### src/cpu_pkg.sv
`default_nettype none

package cpu_pkg;

    // ########################################
    // Widths
    // ########################################
    localparam int DATA_W    = 16;
    localparam int INST_W    = 16;
    localparam int REG_NUM   = 16;
    localparam int REG_IDX_W = 4;

    // Instruction layout  opc[15:13] rs[12:9] rt[8:5] rd[4:1] func[0]
    localparam int OPC_MSB  = 15;
    localparam int OPC_LSB  = 13;
    localparam int RS_LSB   = 9;
    localparam int RT_LSB   = 5;
    localparam int RD_LSB   = 1;
    localparam int FUNC_BIT = 0;

    // ########################################
    // Encodings
    // ########################################

    // Any opcode outside the two R-type groups is illegal
    typedef enum logic [2:0] {
        OPC_ADDSUB = 3'd0,
        OPC_MULSLT = 3'd1
    } opcode_e;

    // Operation select carried to the execution units
    typedef enum logic [1:0] {
        ALU_ADD = 2'd0,
        ALU_SUB = 2'd1,
        ALU_MUL = 2'd2,
        ALU_SLT = 2'd3
    } alu_op_e;

    typedef enum logic [1:0] {
        S_IDLE,
        S_ISSUE,
        S_WAIT,
        S_ACK
    } ctrl_state_e;

endpackage

`default_nettype wire
### src/exec_if.sv
`default_nettype none

// One issued operation, from control out to the execution units
interface exec_if
    import cpu_pkg::*;
();

    // Single-cycle strobe
    logic                 issue;
    alu_op_e              op;
    // Operand values straight from the register file read ports
    logic [DATA_W-1:0]    a;
    logic [DATA_W-1:0]    b;
    // Destination register
    logic [REG_IDX_W-1:0] rd;

    modport ctrl (
        output issue,
        output op,
        output a,
        output b,
        output rd
    );

    // Units only need the operation and operands
    modport unit (
        input issue,
        input op,
        input a,
        input b
    );

    // Writeback tracks the destination alongside each unit
    modport wb (
        input rd
    );

endinterface

`default_nettype wire

### src/cpu_core.sv
`default_nettype none

module cpu_core
    import cpu_pkg::*;
(
    input  logic                 clk,
    input  logic                 rst_n,
    // Instruction handshake
    input  logic                 inst_req,
    input  logic [INST_W-1:0]    inst,
    output logic                 inst_ack,
    output logic [DATA_W-1:0]    result_data,
    output logic [REG_IDX_W-1:0] result_rd,
    output logic                 inst_err,
    // Host preload port
    input  logic                 host_we,
    input  logic [REG_IDX_W-1:0] host_idx,
    input  logic [DATA_W-1:0]    host_data
);

    // ########################################
    // Internal nets
    // ########################################
    logic                 sum_valid;
    logic [DATA_W-1:0]    sum_data;
    logic                 prod_valid;
    logic [DATA_W-1:0]    prod_data;
    logic [REG_IDX_W-1:0] rs_idx;
    logic [REG_IDX_W-1:0] rt_idx;
    logic [DATA_W-1:0]    rs_data;
    logic [DATA_W-1:0]    rt_data;
    logic                 done;

    exec_if ex_bus ();

    issue_ctrl u_issue_ctrl (
        .clk      (clk),
        .rst_n    (rst_n),
        .inst_req (inst_req),
        .inst     (inst),
        .done     (done),
        .rs_idx   (rs_idx),
        .rt_idx   (rt_idx),
        .rs_data  (rs_data),
        .rt_data  (rt_data),
        .ex       (ex_bus.ctrl),
        .inst_ack (inst_ack),
        .inst_err (inst_err)
    );

    // Execution units side by side
    addsub_unit u_addsub (
        .clk       (clk),
        .rst_n     (rst_n),
        .ex        (ex_bus.unit),
        .sum_valid (sum_valid),
        .sum_data  (sum_data)
    );

    mult_unit u_mult (
        .clk        (clk),
        .rst_n      (rst_n),
        .ex         (ex_bus.unit),
        .prod_valid (prod_valid),
        .prod_data  (prod_data)
    );

    reg_writeback u_reg_wb (
        .clk         (clk),
        .rst_n       (rst_n),
        .wb          (ex_bus.wb),
        .sum_valid   (sum_valid),
        .prod_valid  (prod_valid),
        .sum_data    (sum_data),
        .prod_data   (prod_data),
        .rs_idx      (rs_idx),
        .rt_idx      (rt_idx),
        .rs_data     (rs_data),
        .rt_data     (rt_data),
        .host_we     (host_we),
        .host_idx    (host_idx),
        .host_data   (host_data),
        .done        (done),
        .result_data (result_data),
        .result_rd   (result_rd)
    );

endmodule

`default_nettype wire

### src/reg_writeback.sv
`default_nettype none

module reg_writeback
    import cpu_pkg::*;
(
    input  logic                 clk,
    input  logic                 rst_n,
    exec_if.wb                   wb,
    input  logic                 sum_valid,
    input  logic                 prod_valid,
    input  logic [DATA_W-1:0]    sum_data,
    input  logic [DATA_W-1:0]    prod_data,
    input  logic [REG_IDX_W-1:0] rs_idx,
    input  logic [REG_IDX_W-1:0] rt_idx,
    output logic [DATA_W-1:0]    rs_data,
    output logic [DATA_W-1:0]    rt_data,
    input  logic                 host_we,
    input  logic [REG_IDX_W-1:0] host_idx,
    input  logic [DATA_W-1:0]    host_data,
    output logic                 done,
    output logic [DATA_W-1:0]    result_data,
    output logic [REG_IDX_W-1:0] result_rd
);

    logic [DATA_W-1:0]    regs [REG_NUM];
    logic [REG_IDX_W-1:0] rd_d1;
    logic [REG_IDX_W-1:0] rd_d2;
    logic                 wr_en;
    logic [DATA_W-1:0]    wr_data;
    logic [REG_IDX_W-1:0] wr_idx;

    // ########################################
    // Destination tracking
    // ########################################

    // d1 lines up with addsub, d2 with the multiplier
    always_ff @(posedge clk) begin
        rd_d1 <= wb.rd;
        rd_d2 <= rd_d1;
    end

    // At most one unit answers, product checked first anyway
    assign wr_en   = sum_valid || prod_valid;
    assign wr_data = prod_valid ? prod_data : sum_data;
    assign wr_idx  = prod_valid ? rd_d2 : rd_d1;

    // ########################################
    // Register file
    // ########################################
    always_ff @(posedge clk or negedge rst_n) begin
        if (!rst_n) begin
            for (int i = 0; i < REG_NUM; i++) begin
                regs[i] <= '0;
            end
        end else if (host_we) begin
            regs[host_idx] <= host_data;
        end else if (wr_en) begin
            regs[wr_idx] <= wr_data;
        end
    end

    // Asynchronous read ports for operand fetch
    assign rs_data = regs[rs_idx];
    assign rt_data = regs[rt_idx];

    // Completion pulse to control
    always_ff @(posedge clk or negedge rst_n) begin
        if (!rst_n) begin
            done <= 1'b0;
        end else begin
            done <= wr_en;
        end
    end

    // Result copy stays put until the next write
    always_ff @(posedge clk) begin
        if (wr_en) begin
            result_data <= wr_data;
            result_rd   <= wr_idx;
        end
    end

endmodule

`default_nettype wire

### src/mult_unit.sv
`default_nettype none

module mult_unit
    import cpu_pkg::*;
(
    input  logic              clk,
    input  logic              rst_n,
    exec_if.unit              ex,
    output logic              prod_valid,
    output logic [DATA_W-1:0] prod_data
);

    logic                       mul_v1;
    logic signed [DATA_W-1:0]   a_q;
    logic signed [DATA_W-1:0]   b_q;
    logic signed [2*DATA_W-1:0] full_prod;

    // ########################################
    // Valid bits, one per stage
    // ########################################
    always_ff @(posedge clk or negedge rst_n) begin
        if (!rst_n) begin
            mul_v1     <= 1'b0;
            prod_valid <= 1'b0;
        end else begin
            mul_v1     <= ex.issue && (ex.op == ALU_MUL);
            prod_valid <= mul_v1;
        end
    end

    // Stage one holds the operands
    always_ff @(posedge clk) begin
        if (ex.issue && (ex.op == ALU_MUL)) begin
            a_q <= ex.a;
            b_q <= ex.b;
        end
    end

    // Stage two keeps the low half of the signed product
    assign full_prod = a_q * b_q;

    always_ff @(posedge clk) begin
        if (mul_v1) prod_data <= full_prod[DATA_W-1:0];
    end

endmodule

`default_nettype wire

### src/addsub_unit.sv
`default_nettype none

module addsub_unit
    import cpu_pkg::*;
(
    input  logic              clk,
    input  logic              rst_n,
    exec_if.unit              ex,
    output logic              sum_valid,
    output logic [DATA_W-1:0] sum_data
);

    // Multiply belongs to the other unit
    always_ff @(posedge clk or negedge rst_n) begin
        if (!rst_n) begin
            sum_valid <= 1'b0;
        end else begin
            sum_valid <= ex.issue && (ex.op != ALU_MUL);
        end
    end

    // Wrapping arithmetic, SLT yields 1 or 0
    always_ff @(posedge clk) begin
        if (ex.issue) begin
            case (ex.op)
                ALU_ADD: sum_data <= ex.a + ex.b;
                ALU_SUB: sum_data <= ex.a - ex.b;
                ALU_SLT: sum_data <= DATA_W'($signed(ex.a) < $signed(ex.b));
                default: sum_data <= sum_data;
            endcase
        end
    end

endmodule

`default_nettype wire

### src/issue_ctrl.sv
`default_nettype none

module issue_ctrl
    import cpu_pkg::*;
(
    input  logic                 clk,
    input  logic                 rst_n,
    input  logic                 inst_req,
    input  logic [INST_W-1:0]    inst,
    input  logic                 done,
    output logic [REG_IDX_W-1:0] rs_idx,
    output logic [REG_IDX_W-1:0] rt_idx,
    input  logic [DATA_W-1:0]    rs_data,
    input  logic [DATA_W-1:0]    rt_data,
    exec_if.ctrl                 ex,
    output logic                 inst_ack,
    output logic                 inst_err
);

    ctrl_state_e       state;
    logic [INST_W-1:0] inst_q;
    opcode_e           opc;
    logic              legal;
    alu_op_e           dec_op;

    // ########################################
    // Instruction latch and decode
    // ########################################

    // Captured once at acceptance, held until the next one
    always_ff @(posedge clk) begin
        if (state == S_IDLE && inst_req) begin
            inst_q <= inst;
        end
    end

    assign opc    = opcode_e'(inst_q[OPC_MSB:OPC_LSB]);
    assign legal  = (opc == OPC_ADDSUB) || (opc == OPC_MULSLT);
    assign rs_idx = inst_q[RS_LSB +: REG_IDX_W];
    assign rt_idx = inst_q[RT_LSB +: REG_IDX_W];

    // func picks within each group, add/sub and mult/slt
    always_comb begin
        case (opc)
            OPC_ADDSUB: dec_op = inst_q[FUNC_BIT] ? ALU_ADD : ALU_SUB;
            OPC_MULSLT: dec_op = inst_q[FUNC_BIT] ? ALU_SLT : ALU_MUL;
            default:    dec_op = ALU_ADD;
        endcase
    end

    // Issue strobe lives for the whole S_ISSUE cycle only
    assign ex.issue = (state == S_ISSUE) && legal;
    assign ex.op    = dec_op;
    assign ex.a     = rs_data;
    assign ex.b     = rt_data;
    assign ex.rd    = inst_q[RD_LSB +: REG_IDX_W];

    // ########################################
    // Control FSM and four-phase ack
    // ########################################
    always_ff @(posedge clk or negedge rst_n) begin
        if (!rst_n) begin
            state    <= S_IDLE;
            inst_ack <= 1'b0;
            inst_err <= 1'b0;
        end else begin
            case (state)
                S_IDLE: begin
                    if (inst_req) state <= S_ISSUE;
                end
                // Illegal opcode bypasses the units entirely
                S_ISSUE: begin
                    inst_err <= !legal;
                    state    <= legal ? S_WAIT : S_ACK;
                end
                S_WAIT: begin
                    if (done) state <= S_ACK;
                end
                // Raise ack, then hold it until the host lets go of req
                S_ACK: begin
                    if (!inst_ack) begin
                        inst_ack <= 1'b1;
                    end else if (!inst_req) begin
                        inst_ack <= 1'b0;
                        inst_err <= 1'b0;
                        state    <= S_IDLE;
                    end
                end
                default: state <= S_IDLE;
            endcase
        end
    end

endmodule

`default_nettype wire

### config.mk
export PLATFORM = sky130hd
export DESIGN_NAME = cpu_core
export DESIGN_NICKNAME = d
export VERILOG_FILES = /design/src/cpu_pkg.sv /design/src/exec_if.sv /design/src/cpu_core.sv /design/src/reg_writeback.sv /design/src/mult_unit.sv /design/src/addsub_unit.sv /design/src/issue_ctrl.sv
export SDC_FILE = /design/constraint.sdc
export NUM_CORES = 1
export LEC_CHECK = 0
export BUFFER_PORTS_ARGS = -buffer_cell sky130_fd_sc_hd__buf_2
export CORE_AREA = 2 2 146 291
export DETAILED_ROUTE_END_ITERATION = 10
export DIE_AREA = 0 0 148 293
export PLACE_DENSITY_LB_ADDON = 0.08
export RECOVER_POWER = 25
export SYNTH_ARGS = -nofsm -noshare
export SYNTH_HDL_FRONTEND = slang
export SYNTH_HIERARCHICAL = 1
export SYNTH_SLANG_ARGS = --single-unit
### constraint.sdc
create_clock -name clk -period 13 [get_ports clk]
set_input_delay 1.95 -clock clk [delete_from_list [all_inputs] [get_ports clk]]
set_output_delay 1.95 -clock clk [all_outputs]
set_load 0.02 [all_outputs]
==> run metrics <==
status complete, but fails checks; failing checks capacitance limit, slew limit; Finish-stage setup viols 0; critical path type reg -> reg; Clock Skew about 0.024 ns; number of synthesis warnings 6; Startpoint Class register; Starting Density 64.8%; reg2reg setup slack about 7.5 ns; CP startpoint u_mult/a_q[6]; Peak VDD IR approximately 140 uV; routability cong. 0.995; setup tns final 0 ns; fill cell count 3134; DRT Wirelength between 90000 and 100000 um; Boundary Pins 62; Syn-to-layout area delta 4.53%; CTS Sinks 372; hold_buf cts 0; Via Count between 15000 and 20000; hold-critical path depth 0; Primary FF master, synth dfrtp_1; Hold WC Path Type reg -> reg; dpl cells about 2600; Max Cap Violations 3; Congestion Overflow GR 0; fin crit share between 40% and 50%; dominant cell type by area after synthesis dfrtp_1; WL met1 approximately 27000 um; vias per cell ~7.4; DR WL met3 ~8100 um; Mapped Cells 2189; share of post-route cells with drive strength above 1 30.9%; GRT Total Usage 42.1%; FF/Latch Area a little under 0.01 mm^2; Synthesized Nets about 2400; Layout Cells excl Fill 2679; count leader, synth dfrtp_1; clock slew at reported path FFs about 0.070 ns; register area share after synthesis between 30 and 40%; Slew Limit Fails between 90 and 100; Worst Path Required approximately 13 ns; worst skew pair latency 0.56 ns; wire length on met2 around 44000 um; H-Tree Level Count 2; CTS tree done; Root Buffer clkbuf_16; Residual DRC 0; relative slew slack -33.8%; post-CTS setup buffers 0; total power 3.56 mW; Arrival @ worst endpoint a little under 6 ns; die height roughly 290 um; first-pass GRT wire length between 100000 and 150000 um; I/O Buffers 61; Reg-to-Reg End u_mult/prod_data[15]; initial detailed-routing violation count 2059; Post-synth EDFFs 100; power per cell area around 130 mW/mm^2; die area about 0.043 mm^2; reg2reg start u_mult/a_q[6]; Hold Vio Cnt, Final 0; Resized cells post-CTS 0; Worst Tran Pin Value roughly 2.0 ns; RSZ-0062 raised after global routing no; Setup crit end kind register; fmax between 150 and 200 MHz; critical path peak fanout 10; Worst Hold End u_reg_wb/rd_d1[0]; Core ar. about 0.04 mm^2; initial antenna violation count 2; area of the multi-input gates ~0.015 mm^2; top cells by area, synth dfrtp_1 (25%), mux4_2 (14%), edfxtp_1 (11%), mux2_2 (11%), o22ai_1 (6.1%); post-synth cell types 97; number of global-route vias before repair 20700; nets around 2300; R2R depth 16; first-pass detailed-route iteration total 7; Final min period 5.54 ns; Max clock buf depth 3; Synth top area share about 25%; largest net degree at the start of global routing approximately 120; Wirelength per Cell 33.6 um; critical hold path startpoint u_issue_ctrl/inst_q[1]; post-synthesis cell area ~0.027 mm^2; Routed Antenna Nets 0; DPL Wire Length 60500 um; ys async rst share a little under three quarters; leak pwr ~12 nW; flops & latches, synth about 370; Die Span X approximately 150 um; Mean Syn Cell Area around 12 um^2; DR top layer met5; CTS Buf Count 38; synth cell count leaders dfrtp_1 (264), mux2_2 (260), o22ai_1 (260); # rows 105
worst max path at each step:
stage                                 endpoint
final                     u_mult/prod_data[15]
after floorplan           u_mult/prod_data[15]
after global routing      u_mult/prod_data[15]
after detailed placement  u_mult/prod_data[15]
after global placement    u_mult/prod_data[15]
after CTS                 u_mult/prod_data[15]
flip-flops by register name, summed over array words and instances, names as in the netlist:
signal	count
u_issue_ctrl/inst_q	16
u_reg_wb/rd_d1	4
u_reg_wb/result_data	16
u_reg_wb/done	1
u_issue_ctrl/inst_err	1
u_mult/b_q	16
u_addsub/sum_valid	1
u_issue_ctrl/inst_ack	1
u_addsub/sum_data	16
u_mult/a_q	16
u_mult/mul_v1	1
u_reg_wb/result_rd	4
u_reg_wb/rd_d2	4
u_mult/prod_data	16
u_issue_ctrl/state	2
u_reg_wb/regs	256
u_mult/prod_valid	1
kinds of logic (layout without fill, tap and decap cells):
family                     count (synthesis)  in the layout  synth area share [%]
and+or+nand+nor                          328            328                  6.68
AOI/OAI and AO/OA                        419            419                  11.2
DFF                                      372            372                  36.8
adders and majority gates                179            179                  10.7
other                                      0              1                     0
buffers and inverters                    403            357                  7.58
muxes                                    439            439                  25.3
xor gates and xnor gates                  49             49                  1.72
per-stage QoR:
step           util, %  hold slack [ns]  cell area (um^2)  worst slack, ns
3_5_place_dp      64.9            0.331             26600             7.48
3_3_place_gp      64.9            0.329             26600             7.52
5_1_grt           67.7            0.354             27800             7.22
6_report          67.7            0.335             27800             7.46
2_1_floorplan        -            0.403             26600             7.86
4_1_cts           67.8            0.338             27800             7.45
metal layers:
metal | vias up | global-route usage (%)
met5 | - | 0
met4 | 2 | 38.4
met3 | 530 | 9.07
met2 | 1295 | 70.0
met1 | 10000 | 43.8
li1 | 7934 | -
cell type report:
class                           count  share of cell area, %
Antenna cell                        1                0.00902
Clock buffer                       55                   3.99
Tap cell                          535                   2.41
Inverter                          179                   2.42
Timing Repair Buffer              113                   2.43
Sequential cell                   372                   35.2
Clock inverter                     10                  0.257
Multi-Input combinational cell   1414                   53.3
worst max-delay path, cell delays in order, from the launching register on:
cell and delay [ns]:
edfxtp_1 0.57, and2_1 0.24, fa_1 0.57, inv_1 0.07, fa_1 0.53, inv_1 0.06, fa_1 0.51, fa_1 0.44
fa_1 0.54, inv_1 0.06, fa_1 0.53, inv_1 0.05, ha_1 0.36, nand3_1 0.10, o31ai_1 0.32, a31oi_1 0.16
xor2_1 0.17
placed cells by master, fill, tap and decap left out, drive strengths merged, types with 50 or more instances in the layout:
cell type / instances
edfxtp: 100
and2: 67
nand2: 113
mux2: 262
o22ai: 275
clkbuf: 64
ha: 98
dfrtp: 264
nor2: 50
buf: 104
mux4: 160
inv: 181
fa: 81
power by group:
group          total (mW)  internal, mW  switching, mW
registers            1.38          1.31         0.0713
clock network        1.07         0.593          0.482
logic                1.10         0.438          0.664
(Power assumes the default switching activity.)
